<file path="src/logic/vga_bus_pkg.sv">
package vga_bus_pkg;

    // addr holds bits 5:1 of the I/O port, bytesel picks the even or odd byte
    // even ports (3D4, 3D8, 3DA, 3C0, 3C8) use bytesel[0] and data[7:0]
    // odd ports (3D5, 3D9, 3C7, 3C9) use bytesel[1] and data[15:8]
    typedef struct packed {
        logic        access;
        logic        wr_en;
        logic [4:0]  addr;
        logic [1:0]  bytesel;
        logic [15:0] data;
    } bus_req_t;

    // ack and data are valid one clk cycle after the request
    typedef struct packed {
        logic        ack;
        logic [15:0] data;
    } bus_rsp_t;

    // decoded register of the current access
    typedef enum logic [3:0] {
        sel_none,
        sel_crtc_index,
        sel_crtc_data,
        sel_mode,
        sel_color,
        sel_status,
        sel_amcr,
        sel_dac_rd_idx,
        sel_dac_wr_idx,
        sel_dac_data
    } reg_sel_e;

endpackage

</file>
<file path="src/logic/vga_disp_pkg.sv">
package vga_disp_pkg;

    // one palette entry is red, green and blue, 6 bits each
    localparam int DAC_ENTRY_W = 18;

    // settings carried to vga_clk through the handshake, once per frame
    typedef struct packed {
        logic [14:0] cursor_pos;
        logic [2:0]  cursor_scan_start;
        logic [2:0]  cursor_scan_end;
        logic [3:0]  background_color;
    } disp_cfg_t;

    // each bit has its own two-flop synchronizer
    typedef struct packed {
        logic cursor_enabled;
        logic graphics_enabled;
        logic bright_colors;
        logic palette_sel;
        logic vga_256_color;
    } disp_flags_t;

    // component order for palette reads and writes
    typedef enum logic [1:0] {
        phase_red,
        phase_green,
        phase_blue
    } dac_phase_e;

endpackage

</file>
<file path="src/logic/dac_port.sv">
`timescale 1ns/100ps

module dac_port
    import vga_bus_pkg::*;
    import vga_disp_pkg::*;
#(
    parameter int DAC_DEPTH_LOG2 = 8
) (
    input  logic                      clk,
    input  logic                      reset,
    input  bus_req_t                  req,
    input  reg_sel_e                  sel,
    output logic [5:0]                rd_component,
    output logic                      wr_en_ram,
    output logic [DAC_DEPTH_LOG2-1:0] ram_addr,
    output logic [DAC_ENTRY_W-1:0]    ram_wdata,
    input  logic [DAC_ENTRY_W-1:0]    ram_q
);

    logic [DAC_DEPTH_LOG2-1:0] wr_idx;
    logic [DAC_DEPTH_LOG2-1:0] rd_idx;
    dac_phase_e                wr_phase;
    dac_phase_e                rd_phase;
    logic [11:0]               rg_hold;
    logic                      dac_write;
    logic                      dac_read;

    function automatic dac_phase_e next_phase(input dac_phase_e p);
        case (p)
            phase_red:   return phase_green;
            phase_green: return phase_blue;
            default:     return phase_red;
        endcase
    endfunction

    assign dac_write = (sel == sel_dac_data) && req.wr_en;
    assign dac_read  = (sel == sel_dac_data) && !req.wr_en;

    // blue write commits red and green from the holding register
    assign wr_en_ram = dac_write && (wr_phase == phase_blue);
    assign ram_wdata = {rg_hold, req.data[13:8]};
    assign ram_addr  = dac_write ? wr_idx : rd_idx;

    always_comb begin
        case (rd_phase)
            phase_green: rd_component = ram_q[11:6];
            phase_blue:  rd_component = ram_q[5:0];
            default:     rd_component = ram_q[17:12];
        endcase
    end

    always_ff @(posedge clk or posedge reset) begin
        if (reset) begin
            wr_idx   <= '0;
            rd_idx   <= '0;
            wr_phase <= phase_red;
            rd_phase <= phase_red;
        end else begin
            if ((sel == sel_dac_wr_idx) && req.wr_en) begin
                wr_idx   <= req.data[DAC_DEPTH_LOG2-1:0];
                wr_phase <= phase_red;
            end else if (dac_write) begin
                wr_phase <= next_phase(wr_phase);
                if (wr_phase == phase_blue) begin
                    wr_idx <= wr_idx + 1'b1;
                end
            end

            // read index sits on the odd byte lane
            if ((sel == sel_dac_rd_idx) && req.wr_en) begin
                rd_idx   <= req.data[8 +: DAC_DEPTH_LOG2];
                rd_phase <= phase_red;
            end else if (dac_read) begin
                rd_phase <= next_phase(rd_phase);
                if (rd_phase == phase_blue) begin
                    rd_idx <= rd_idx + 1'b1;
                end
            end
        end
    end

    always_ff @(posedge clk) begin
        if (dac_write && (wr_phase != phase_blue)) begin
            rg_hold <= {rg_hold[5:0], req.data[13:8]};
        end
    end

endmodule

</file>
<file path="config.mk">
export PLATFORM = sky130hd
export DESIGN_NAME = dac_port
export DESIGN_NICKNAME = d
export VERILOG_FILES = /design/src/logic/vga_bus_pkg.sv /design/src/logic/vga_disp_pkg.sv /design/src/logic/dac_port.sv
export SDC_FILE = /design/constraint.sdc
export NUM_CORES = 1
export LEC_CHECK = 0
export BUFFER_PORTS_ARGS = -buffer_cell sky130_fd_sc_hd__clkbuf_2
export CAP_MARGIN = 20
export CORE_ASPECT_RATIO = 1.5
export CORE_UTILIZATION = 50
export DETAILED_ROUTE_END_ITERATION = 7
export PLACE_DENSITY_LB_ADDON = 0.1
export REMOVE_ABC_BUFFERS = 1
export SYNTH_ARGS = -nofsm -noshare
export SYNTH_HDL_FRONTEND = slang
export SYNTH_SLANG_ARGS = --single-unit
</file>
<file path="constraint.sdc">
create_clock -name clk -period 4.3 [get_ports clk]
set_input_delay 0.645 -clock clk [delete_from_list [all_inputs] [get_ports clk]]
set_output_delay 0.645 -clock clk [all_outputs]
set_load 0.05 [all_outputs]
</file>
; After elaboration in Yosys (flattened, before gate mapping)
; Index checks and enable logic that the tools add are counted.
[word_totals]
output_inout_bits = 33
word_cells = 44
in_bits = 49
register_bits = 32
[classes]
eq_ne = 8
muxes = 14
reduce_logical = 15
addsub = 2
[op_table]
columns = operator, n
row1 = $mux 8, 7
row2 = $add 8x1->8 const B, 2
row3 = $pmux 6 s2, 1
row4 = $eq 4x4->1 const B, 2
row5 = $mux 2, 4
row6 = $pmux 2 s2, 2
row7 = $reduce_bool 2->1, 4
row8 = $logic_and 1x1->1, 6
row9 = $eq 2x1->1 const B, 2
row10 = $eq 2x2->1 const B, 2
row11 = $eq 4x3->1 const B, 1
row12 = $logic_not 2->1, 2
row13 = $reduce_and 2->1, 2
row14 = $ne 2x2->1 const B, 1
row15 = $logic_not 1->1, 1

; Depth between registers and ports, before layout
; Gate-level depths: netlist of the first run.
[logic_depth]
ltp_word = 4
depth_mapped = 7
ltp_nobuf = 6

; Worst setup path after synthesis of the first run
; OpenSTA, ideal clock, no wires.
[synth_path]
path_kind = input to output
from = in sel[0]
to = out ram_addr[0]
arrival_ns = 1.870
required_ns = 3.655
stages = 4
slack_ns = 1.785
cell_sequence = clkbuf_1 > and4bb_2 > nand2_1 > mux2_1
[synth_via]
elab_chain_cells = 3
[synth_lines]
columns = item, line
row1 = from (decl), dac_port.sv:12  ; input reg_sel_e sel,
row2 = $eq 4x4->1, dac_port.sv:36  ; assign dac_write = (sel == sel_dac_data) && req.wr_en;
row3 = $logic_and 1x1->1, dac_port.sv:36
row4 = $mux 8, dac_port.sv:42  ; assign ram_addr = dac_write ? wr_idx : rd_idx;
row5 = to (decl), dac_port.sv:15  ; output logic [DAC_DEPTH_LOG2-1:0] ram_addr,
; Every way passes these cells.

; Worst setup path in the final report of the first run
[layout_path]
from = in sel[0]
to = out ram_addr[6]
; Same word-level chain as after synthesis.

==> results of run 1 <==
==> report_power, final <==
| group | switching [W] | internal, W | total (W) |
|---|---|---|---|
| clock | 0.000117 | 0.000171 | 0.000288 |
| combinational | 0.000282 | 0.000130 | 0.000412 |
| sequential | 0.0000569 | 0.000363 | 0.000420 |
==> path summary, 6_finish.rpt <==
kind / from / to / slack (ns) / cells past startpoint
max: sel[0] / ram_addr[6] / 1.65 / 5
min: rg_hold[5] / rg_hold[11] / 0.45 / 0
max reg2reg: rd_phase[0] / rd_idx[7] / 2.40 / 6
min reg2reg: rg_hold[5] / rg_hold[11] / 0.45 / 0
max in group asynchronous: reset / rd_idx[5] / 3.32 / 2
min in group asynchronous: reset / wr_phase[1] / 0.48 / 2
==> state kept, by name (all words and copies together) (netlist names) <==
name,flops
rd_phase,2
rg_hold,12
rd_idx,8
wr_idx,8
wr_phase,2
==> kinds of logic (layout without fill, tap and decap cells) <==
| logic type | count (synthesis) | after routing | synth area share (%) |
|---|---|---|---|
| xor+xnor | 12 | 12 | 5.80 |
| simple gates | 70 | 70 | 20.2 |
| flops | 32 | 32 | 47.5 |
| buf+inv | 19 | 87 | 5.31 |
| mux | 9 | 9 | 5.45 |
| compound gates | 36 | 36 | 11.7 |
| fa+ha+maj | 6 | 6 | 4.14 |
==> cell type report <==
class,instances,area [um2],share of cell area [%]
clock buffer,5,68.8,3.03
clock inverter,3,42.5,1.88
inverter,6,22.5,0.993
multi-input combinational,133,856,37.7
sequential,32,861,37.9
tap,42,52.6,2.32
timing repair buffer,73,365,16.1
==> worst reg2reg max path, cell delays in order (launching register included) <==
cell and delay (ns):
dfrtp_1 0.41, inv_1 0.09, ha_1 0.29, nand3b_1 0.31
nor4_2 0.40, xnor2_1 0.16, a21oi_1 0.09
==> per-stage QoR <==
step                util, %  cells
floorplan                 -    171
global placement       62.6    286
detailed placement     62.6    286
CTS                    65.8    294
global route           65.8    294
finish                 65.8    294
==> synth_stat cells (2+ instances only) <==
cell type | instances | area (um2)
nand2_1 | 17 | 63.8
nor4_2 | 3 | 37.5
clkbuf_1 | 5 | 18.8
a22oi_1 | 6 | 45.0
nand4bb_1 | 2 | 22.5
buf_2 | 2 | 10.0
nor2b_1 | 2 | 12.5
a21oi_1 | 19 | 95.1
dfrtp_1 | 20 | 500
ha_1 | 6 | 75.1
nand3_1 | 5 | 25.0
nor4_1 | 3 | 18.8
nor2_1 | 23 | 86.3
mux2i_1 | 2 | 20.0
o21ai_1 | 5 | 25.0
nand4_1 | 3 | 18.8
edfxtp_1 | 12 | 360
mux2_1 | 7 | 78.8
buf_4 | 6 | 45.0
xnor2_1 | 11 | 96.3
o21ai_0 | 2 | 10.0
nor3_1 | 6 | 30.0
inv_1 | 5 | 18.8
==> layer usage <==
metal	vias up	global-route usage [%]	wire [um]
li1	783	-	-
met1	708	25.3	1590
met2	67	37.9	1870
met3	9	5.59	291
met4	0	10.5	89
met5	-	0	0
==> impl_metrics.py, run 1 <==
metrics = {
    "sta": {
        "hold_violations": 0,
        "report.final.slew_viol_count": 0,
        "setup_ws_ns": 1.65,
        "max_slew_margin_pct": 35.7,
        "tightest_slew_ns": 0.961,
        "finalCriticalPeriod_ns": 2.65,
        "fmax_ghz": 0.378,
        "finClkSkew_ns": 0.00288,
        "rsz0062_at_grt": "false",
        "fin_crit_sh_pct": 61.6,
        "setup_viol": 0,
        "whs_ns": 0.447,
        "fin_tns_setup_ns": 0,
    },
    "outcome": {
        "status": "finished clean",
    },
    "detailed_routing": {
        "drt_iter0_markers": 21,
        "wirelength_mm": 3.84,
        "via_per_inst": 5.33,
        "wl_per_cell_um": 13.0,
        "ant_nets": 0,
        "first_pass_iters": 4,
        "dr_total_vias": 1567,
        "drcViolationCount": 0,
    },
    "synth": {
        "netlist_instances": 184,
        "ys_seq_area_share_pct": 47.5,
        "synth_edf_count": 12,
        "async_flop_share_pct": 62.5,
        "mappedNetlistArea_mm2": 0.00181,
        "yosysWarningCount": 0,
        "yosysUniqueCellTypes": 35,
        "syn_area_per_cell_um2": 9.85,
        "synthFlopType": "dfrtp_1",
        "ys_seq_elements": 32,
    },
    "floorplan": {
        "core_area_mm2": 0.00345,
        "die_y_um": 75.8,
        "die_w_um": 51.2,
        "dieArea_mm2": 0.00388,
        "start_util_pct": 52.6,
        "rows": 26,
        "num_io_pins": 82,
    },
    "global_routing": {
        "grt_overflow": 0,
        "antenna_found_initial": 0,
        "grt_max_degree": 21,
        "grtUsageTotal_pct": 21.9,
        "grt_pass1_vias": 1367,
        "grt_pass1_wl_mm": 6.18,
    },
    "pwr": {
        "cellPowerDensity_mw_per_mm2": 494,
        "power_w": 0.00112,
        "vdd_ir_drop_max_uv": 365,
        "leakage_nw": 0.991,
    },
    "worst_setup_path": {
        "crit_required_ns": 3.65,
        "path_class": "in -> out",
        "crit_top_cell": "clkbuf_2",
        "crit_chain": "clkbuf_2 -> and4bb_2 -> nand2_1 -> mux2_1 -> clkbuf_2",
        "path_delay_family": "simple AND/OR/NAND/NOR gates",
        "critPathLaunchType": "input pin",
        "slowest_stage": "mux2_1",
        "critPathArrivalTime_ns": 2.00,
        "critPathMaxStageDelay_ns": 0.39,
        "cp_num_buf_inv": 2,
        "end_kind": "output pin",
        "crit_fanout": 10,
    },
    "layout": {
        "area_growth_pct": 25.1,
        "drive_gt1_share_pct": 34.1,
        "final_nets": 306,
        "layout_common_cells": "clkbuf_2, nor2_1, dfrtp_1",
        "final_cell_area_mm2": 0.00227,
        "fillers": 320,
        "n_antenna_cell": 0,
        "mostFrequentLayoutCell": "clkbuf_2",
    },
    "place": {
        "dp_slack_ns": 1.66,
        "placed_cell_area_mm2": 0.00216,
        "numPortBuffers": 73,
        "gp_congestion": 0.782,
        "post-dp-hpwl_mm": 2.85,
    },
    "clock_network": {
        "numCtsBuffers": 5,
        "clock_path_buffers": 2,
        "clock_sinks": 32,
        "clk_pin_slew_ns": 0.07,
        "cts_tree": "done",
        "cts_setup_buffers": 0,
        "cts_resized": 0,
        "cts_max_level": 2,
        "postCtsHoldBufs": 0,
        "root_buffer": "clkbuf_8",
        "clk_latency_ns": 0.29,
    },
    "hold_path": {
        "hold_path.class": "reg -> reg",
    },
    "flow_run": {
        "maxCapViolations": 0,
    },
}
Note: power is estimated with default switching activity, not from simulation.
==> inputs of run 2 (changes only) <==
--- a/config.mk
+++ b/config.mk
@@ -5,10 +5,11 @@
 export SDC_FILE = /design/constraint.sdc
 export NUM_CORES = 1
 export LEC_CHECK = 0
+export ABC_AREA = 1
 export BUFFER_PORTS_ARGS = -buffer_cell sky130_fd_sc_hd__clkbuf_2
 export CAP_MARGIN = 20
 export CORE_ASPECT_RATIO = 1.5
-export CORE_UTILIZATION = 50
+export CORE_UTILIZATION = 48
 export DETAILED_ROUTE_END_ITERATION = 7
 export PLACE_DENSITY_LB_ADDON = 0.1
 export REMOVE_ABC_BUFFERS = 1
==> constraint.sdc (replaced) <==
create_clock -name clk -period 2.45 [get_ports clk]
set_input_delay 0.3675 -clock clk [delete_from_list [all_inputs] [get_ports clk]]
set_output_delay 0.3675 -clock clk [all_outputs]
set_load 0.05 [all_outputs]
==> impl_metrics.py, run 2 <==
metrics = {
    "synth": {
        "synth_top_area_cell": "dfrtp_1",
        "ys_seq_area_share_pct": 42.2,
        "yosysWarningCount": 0,
        "netlist_instances": 278,
        "async_flop_share_pct": 62.5,
        "synthFlopType": "dfrtp_1",
        "synthTopCellsByArea": "dfrtp_1, edfxtp_1, nand2_1, nand3_1, inv_1",
        "ys_top_cells_by_count": "nand2_1, nand3_1, inv_1",
        "synth_edf_count": 12,
        "mappedNetlistArea_mm2": 0.00204,
        "syn_area_per_cell_um2": 7.33,
        "yosysUniqueCellTypes": 24,
        "ys_seq_elements": 32,
        "synth_top_area_share_pct": 24.6,
        "post-synth-top-count-cell": "nand2_1",
    },
    "floorplan": {
        "dieArea_mm2": 0.00452,
        "start_util_pct": 51.0,
        "die_y_um": 81.8,
        "core_area_mm2": 0.00399,
        "die_w_um": 55.2,
        "rows": 28,
        "num_io_pins": 82,
    },
    "flow_run": {
        "maxCapViolations": 0,
    },
    "worst_setup_path": {
        "r2r_start": "rd_phase[0]",
        "r2r_setup_slack_ns": 0.90,
        "crit_required_ns": 2.08,
        "critPathArrivalTime_ns": 1.78,
        "end_kind": "output pin",
        "crit_fanout": 12,
        "r2r_end": "rd_idx[2]",
        "path_class": "reg -> out",
        "critPathLaunchType": "flop",
        "reg2regPathDepth": 5,
    },
    "clock_network": {
        "clock_sinks": 32,
        "clk_pin_slew_ns": 0.06,
        "numCtsBuffers": 5,
        "clk_latency_ns": 0.28,
        "cts_setup_buffers": 0,
        "postCtsHoldBufs": 0,
        "clock_path_buffers": 2,
        "cts_tree": "done",
        "cts_max_level": 2,
        "root_buffer": "clkbuf_8",
        "cts_resized": 0,
    },
    "global_routing": {
        "grt_max_degree": 22,
        "grtUsageTotal_pct": 21.8,
        "antenna_found_initial": 0,
        "grt_overflow": 0,
        "grt_pass1_wl_mm": 7.67,
        "grt_pass1_vias": 1793,
    },
    "layout": {
        "final_core_util_pct": 62.6,
        "area_growth_pct": 22.7,
        "final_cell_area_mm2": 0.00250,
        "largest_register_ffs": 12,
        "n_antenna_cell": 0,
        "layout_common_cells": "nand2_1, clkbuf_2, nand3_1",
        "final_nets": 403,
        "mostFrequentLayoutCell": "nand2_1",
        "reg_top3": "rg_hold x12, rd_idx x8, wr_idx x8",
        "drive_gt1_share_pct": 26.9,
        "top_register": "rg_hold",
    },
    "detailed_routing": {
        "ant_nets": 0,
        "drcViolationCount": 0,
        "via_per_inst": 4.99,
        "first_pass_iters": 6,
        "wirelength_mm": 4.61,
        "dr_total_vias": 1968,
        "drt_iter0_markers": 104,
        "wl_per_cell_um": 11.7,
    },
    "sta": {
        "rsz0062_at_grt": "false",
        "report.final.slew_viol_count": 0,
        "hold_violations": 0,
        "whs_ns": 0.208,
        "tightest_slew_ns": 0.796,
        "fin_tns_setup_ns": 0,
        "setup_viol": 0,
        "finClkSkew_ns": 0.00353,
        "finalCriticalPeriod_ns": 2.15,
        "fin_crit_sh_pct": 87.8,
        "max_slew_margin_pct": 46.9,
        "fmax_ghz": 0.465,
    },
    "place": {
        "placed_cell_area_mm2": 0.00238,
        "numPortBuffers": 73,
        "post-dp-hpwl_mm": 3.61,
        "gp_congestion": 0.805,
    },
    "pwr": {
        "cellPowerDensity_mw_per_mm2": 1010,
        "vdd_ir_drop_max_uv": 891,
        "leakage_nw": 1.32,
        "power_w": 0.00253,
    },
    "outcome": {
        "status": "finished clean",
    },
    "hold_path": {
        "hold_path.class": "in -> async",
    },
}
-- run 2: logic make-up after synthesis --
family,share of synthesized area [%]
simple gates,36.5
compound gates,7.80
flops,42.2
fa+ha+maj,3.68
buf+inv,9.82
-- run 2: critical path: stages (launching register included) --
cell	delay [ns]
dfrtp_1	0.38
inv_1	0.08
ha_1	0.50
nor2_1	0.09
a31oi_1	0.15
clkbuf_2	0.30
-- run 2: stage by stage --
stage	worst slack, ns	std cells
2_1_floorplan	-0.0185	266
3_3_place_gp	0.449	386
3_5_place_dp	0.468	386
4_1_cts	0.285	394
5_1_grt	0.150	394
6_report	0.299	394
-- run 2: worst max path at each step --
stage                start              end  slack [ns]  depth (start not counted)
4_1_cts        rd_phase[0]  rd_component[2]        0.28                          5
6_report       rd_phase[0]  rd_component[2]        0.30                          5
5_1_grt        rd_phase[0]  rd_component[0]        0.15                          5
3_3_place_gp        sel[1]      ram_addr[2]        0.45                          8
3_5_place_dp        sel[1]      ram_addr[2]        0.47                          8
2_1_floorplan       sel[1]      ram_addr[7]       -0.02                          5
-- run 2: final cells by class --
type	instances	area, um2
inverter	29	109
clock buffer	6	82.6
clock inverter	2	33.8
fill	401	1490
tap	45	56.3
multi-input combinational	205	977
timing repair buffer	75	380
sequential	32	861
-- run 2: layer usage --
layer	vias to the layer above	wire, um	GRT usage (%)
met4	0	62	7.50
met1	887	1790	21.6
met2	43	2580	44.6
met5	-	0	0
li1	1031	-	-
met3	7	177	4.41
-- run 2: where the power goes --
group          leakage [nW]  switching [W]  internal (W)  total [W]
combinational         0.893       0.000910      0.000334    0.00124
clock                0.0588       0.000190      0.000327   0.000517
sequential            0.370       0.000109      0.000661   0.000769
total                  1.32        0.00121       0.00132    0.00253
==> inputs of run 3 (changes only) <==
--- a/config.mk
+++ b/config.mk
@@ -5,11 +5,11 @@
 export SDC_FILE = /design/constraint.sdc
 export NUM_CORES = 1
 export LEC_CHECK = 0
-export ABC_AREA = 1
 export BUFFER_PORTS_ARGS = -buffer_cell sky130_fd_sc_hd__clkbuf_2
 export CAP_MARGIN = 20
 export CORE_ASPECT_RATIO = 1.5
-export CORE_UTILIZATION = 48
+export CORE_MARGIN = 5
+export CORE_UTILIZATION = 47
 export DETAILED_ROUTE_END_ITERATION = 7
 export PLACE_DENSITY_LB_ADDON = 0.1
 export REMOVE_ABC_BUFFERS = 1
==> impl_metrics.py, run 3 (synthesis results as in run 1) <==
metrics = {
    "layout": {
        "area_growth_pct": 26.4,
        "final_core_util_pct": 61.7,
        "top_register": "rg_hold",
        "final_nets": 309,
        "fillers": 343,
        "final_cell_area_mm2": 0.00229,
        "largest_register_ffs": 12,
        "multi_input_area_um2": 856,
        "layout_common_cells": "clkbuf_2, nor2_1, dfrtp_1",
        "n_antenna_cell": 0,
        "drive_gt1_share_pct": 34.9,
        "reg_top3": "rg_hold x12, rd_idx x8, wr_idx x8",
        "regArea_um2": 861,
        "mostFrequentLayoutCell": "clkbuf_2",
        "final_cells": 298,
    },
    "detailed_routing": {
        "wl_per_cell_um": 13.7,
        "ant_nets": 0,
        "wirelength_mm": 4.07,
        "via_per_inst": 5.33,
        "drcViolationCount": 0,
        "drt_iter0_markers": 49,
        "first_pass_iters": 4,
        "dr_total_vias": 1587,
    },
    "place": {
        "placed_cell_area_mm2": 0.00218,
        "numPortBuffers": 73,
        "placed_cells": 290,
        "gp_congestion": 0.752,
        "post-dp-hpwl_mm": 3.13,
    },
    "worst_setup_path": {
        "path_class": "reg -> out",
        "crit_chain": "inv_1 -> ha_1 -> nor2_1 -> a21oi_1 -> clkbuf_2",
        "critPathLaunchType": "flop",
        "cp_num_buf_inv": 2,
        "crit_fanout": 12,
        "crit_required_ns": 2.08,
        "end_kind": "output pin",
        "path_delay_family": "adder cells",
        "critPathArrivalTime_ns": 1.73,
        "critPathMaxStageDelay_ns": 0.48,
        "slowest_stage": "ha_1",
    },
    "global_routing": {
        "grt_overflow": 0,
        "antenna_found_initial": 0,
        "grtUsageTotal_pct": 16.4,
        "grt_max_degree": 21,
        "grt_pass1_wl_mm": 6.46,
        "grt_pass1_vias": 1519,
    },
    "clock_network": {
        "numCtsBuffers": 5,
        "cts_setup_buffers": 0,
        "postCtsHoldBufs": 0,
        "root_buffer": "clkbuf_8",
        "clock_path_buffers": 2,
        "clock_sinks": 32,
        "clk_pin_slew_ns": 0.07,
        "cts_resized": 0,
        "cts_tree": "done",
        "clk_latency_ns": 0.29,
        "cts_max_level": 2,
    },
    "floorplan": {
        "die_w_um": 60.7,
        "num_io_pins": 82,
        "die_y_um": 86.1,
        "core_area_mm2": 0.00372,
        "start_util_pct": 48.8,
        "dieArea_mm2": 0.00523,
        "rows": 27,
    },
    "sta": {
        "setup_viol": 0,
        "max_slew_margin_pct": 48.5,
        "tightest_slew_ns": 0.772,
        "fin_tns_setup_ns": 0,
        "rsz0062_at_grt": "false",
        "whs_ns": 0.189,
        "finalCriticalPeriod_ns": 2.10,
        "fmax_ghz": 0.477,
        "finClkSkew_ns": 0.00575,
        "report.final.slew_viol_count": 0,
        "hold_violations": 0,
        "fin_crit_sh_pct": 85.6,
    },
    "pwr": {
        "cellPowerDensity_mw_per_mm2": 859,
        "vdd_ir_drop_max_uv": 1010,
        "leakage_nw": 1.01,
    },
    "flow_run": {
        "maxCapViolations": 0,
    },
    "outcome": {
        "status": "finished clean",
    },
    "hold_path": {
        "hold_path.class": "in -> async",
    },
}
==> run 3: cell types whose count changed in the layout (fill, tap and decap cells not counted), moves of 5 or more <==
cell     change
o21ai_0     -16
nand3_1     -31
o21ai_1      +5
nor3_1       +6
xnor2_1     +11
nand2_2      -5
a22oi_1      +6
a21oi_1     +16
inv_1       -24
a31oi_1      -6
nand2_1     -76
mux2_1       +7
==> run 3: final timing paths <==
path	from	to	slack, ns	depth (start not counted)
worst max-delay path	rd_phase[0]	rd_component[5]	0.35	5
worst min-delay path	reset	wr_idx[7]	0.19	2
worst max register to register	rd_phase[0]	rd_idx[6]	0.61	6
worst min register to register	rg_hold[2]	rg_hold[8]	0.45	0
max in group asynchronous	reset	rd_phase[0]	1.77	2
min in group clk	req[7]	wr_idx[7]	0.28	3
==> run 3: metrics by stage <==
step	total power (W)	setup slack [ns]
4_1_cts	0.00199	0.325
3_3_place_gp	0.00147	0.379
6_report	0.00197	0.352
3_5_place_dp	0.00147	0.376
2_1_floorplan	0.00127	0.379
5_1_grt	0.00208	0.144
==> run 3: power by group <==
group	leakage [nW]	switching, W	internal [W]
Sequential	0.347	0.0000999	0.000637
Combinational	0.605	0.000496	0.000229
Clock	0.0541	0.000207	0.000301
Total	1.01	0.000803	0.00117
==> run 3: final cells by class <==
cell class | instances | area share [%]
Clock buffer | 5 | 3.00
Clock inverter | 3 | 1.86
Inverter | 6 | 0.983
Multi-Input combinational cell | 133 | 37.3
Sequential cell | 32 | 37.6
Tap cell | 43 | 2.35
Timing Repair Buffer | 76 | 16.9
==> run 3: metal layers <==
metal	GRT usage [%]	wire, um	up-vias
met5	0	0	-
met4	7.50	58	0
met3	5.57	479	6
met2	27.8	1950	68
met1	17.9	1580	724
li1	-	-	789
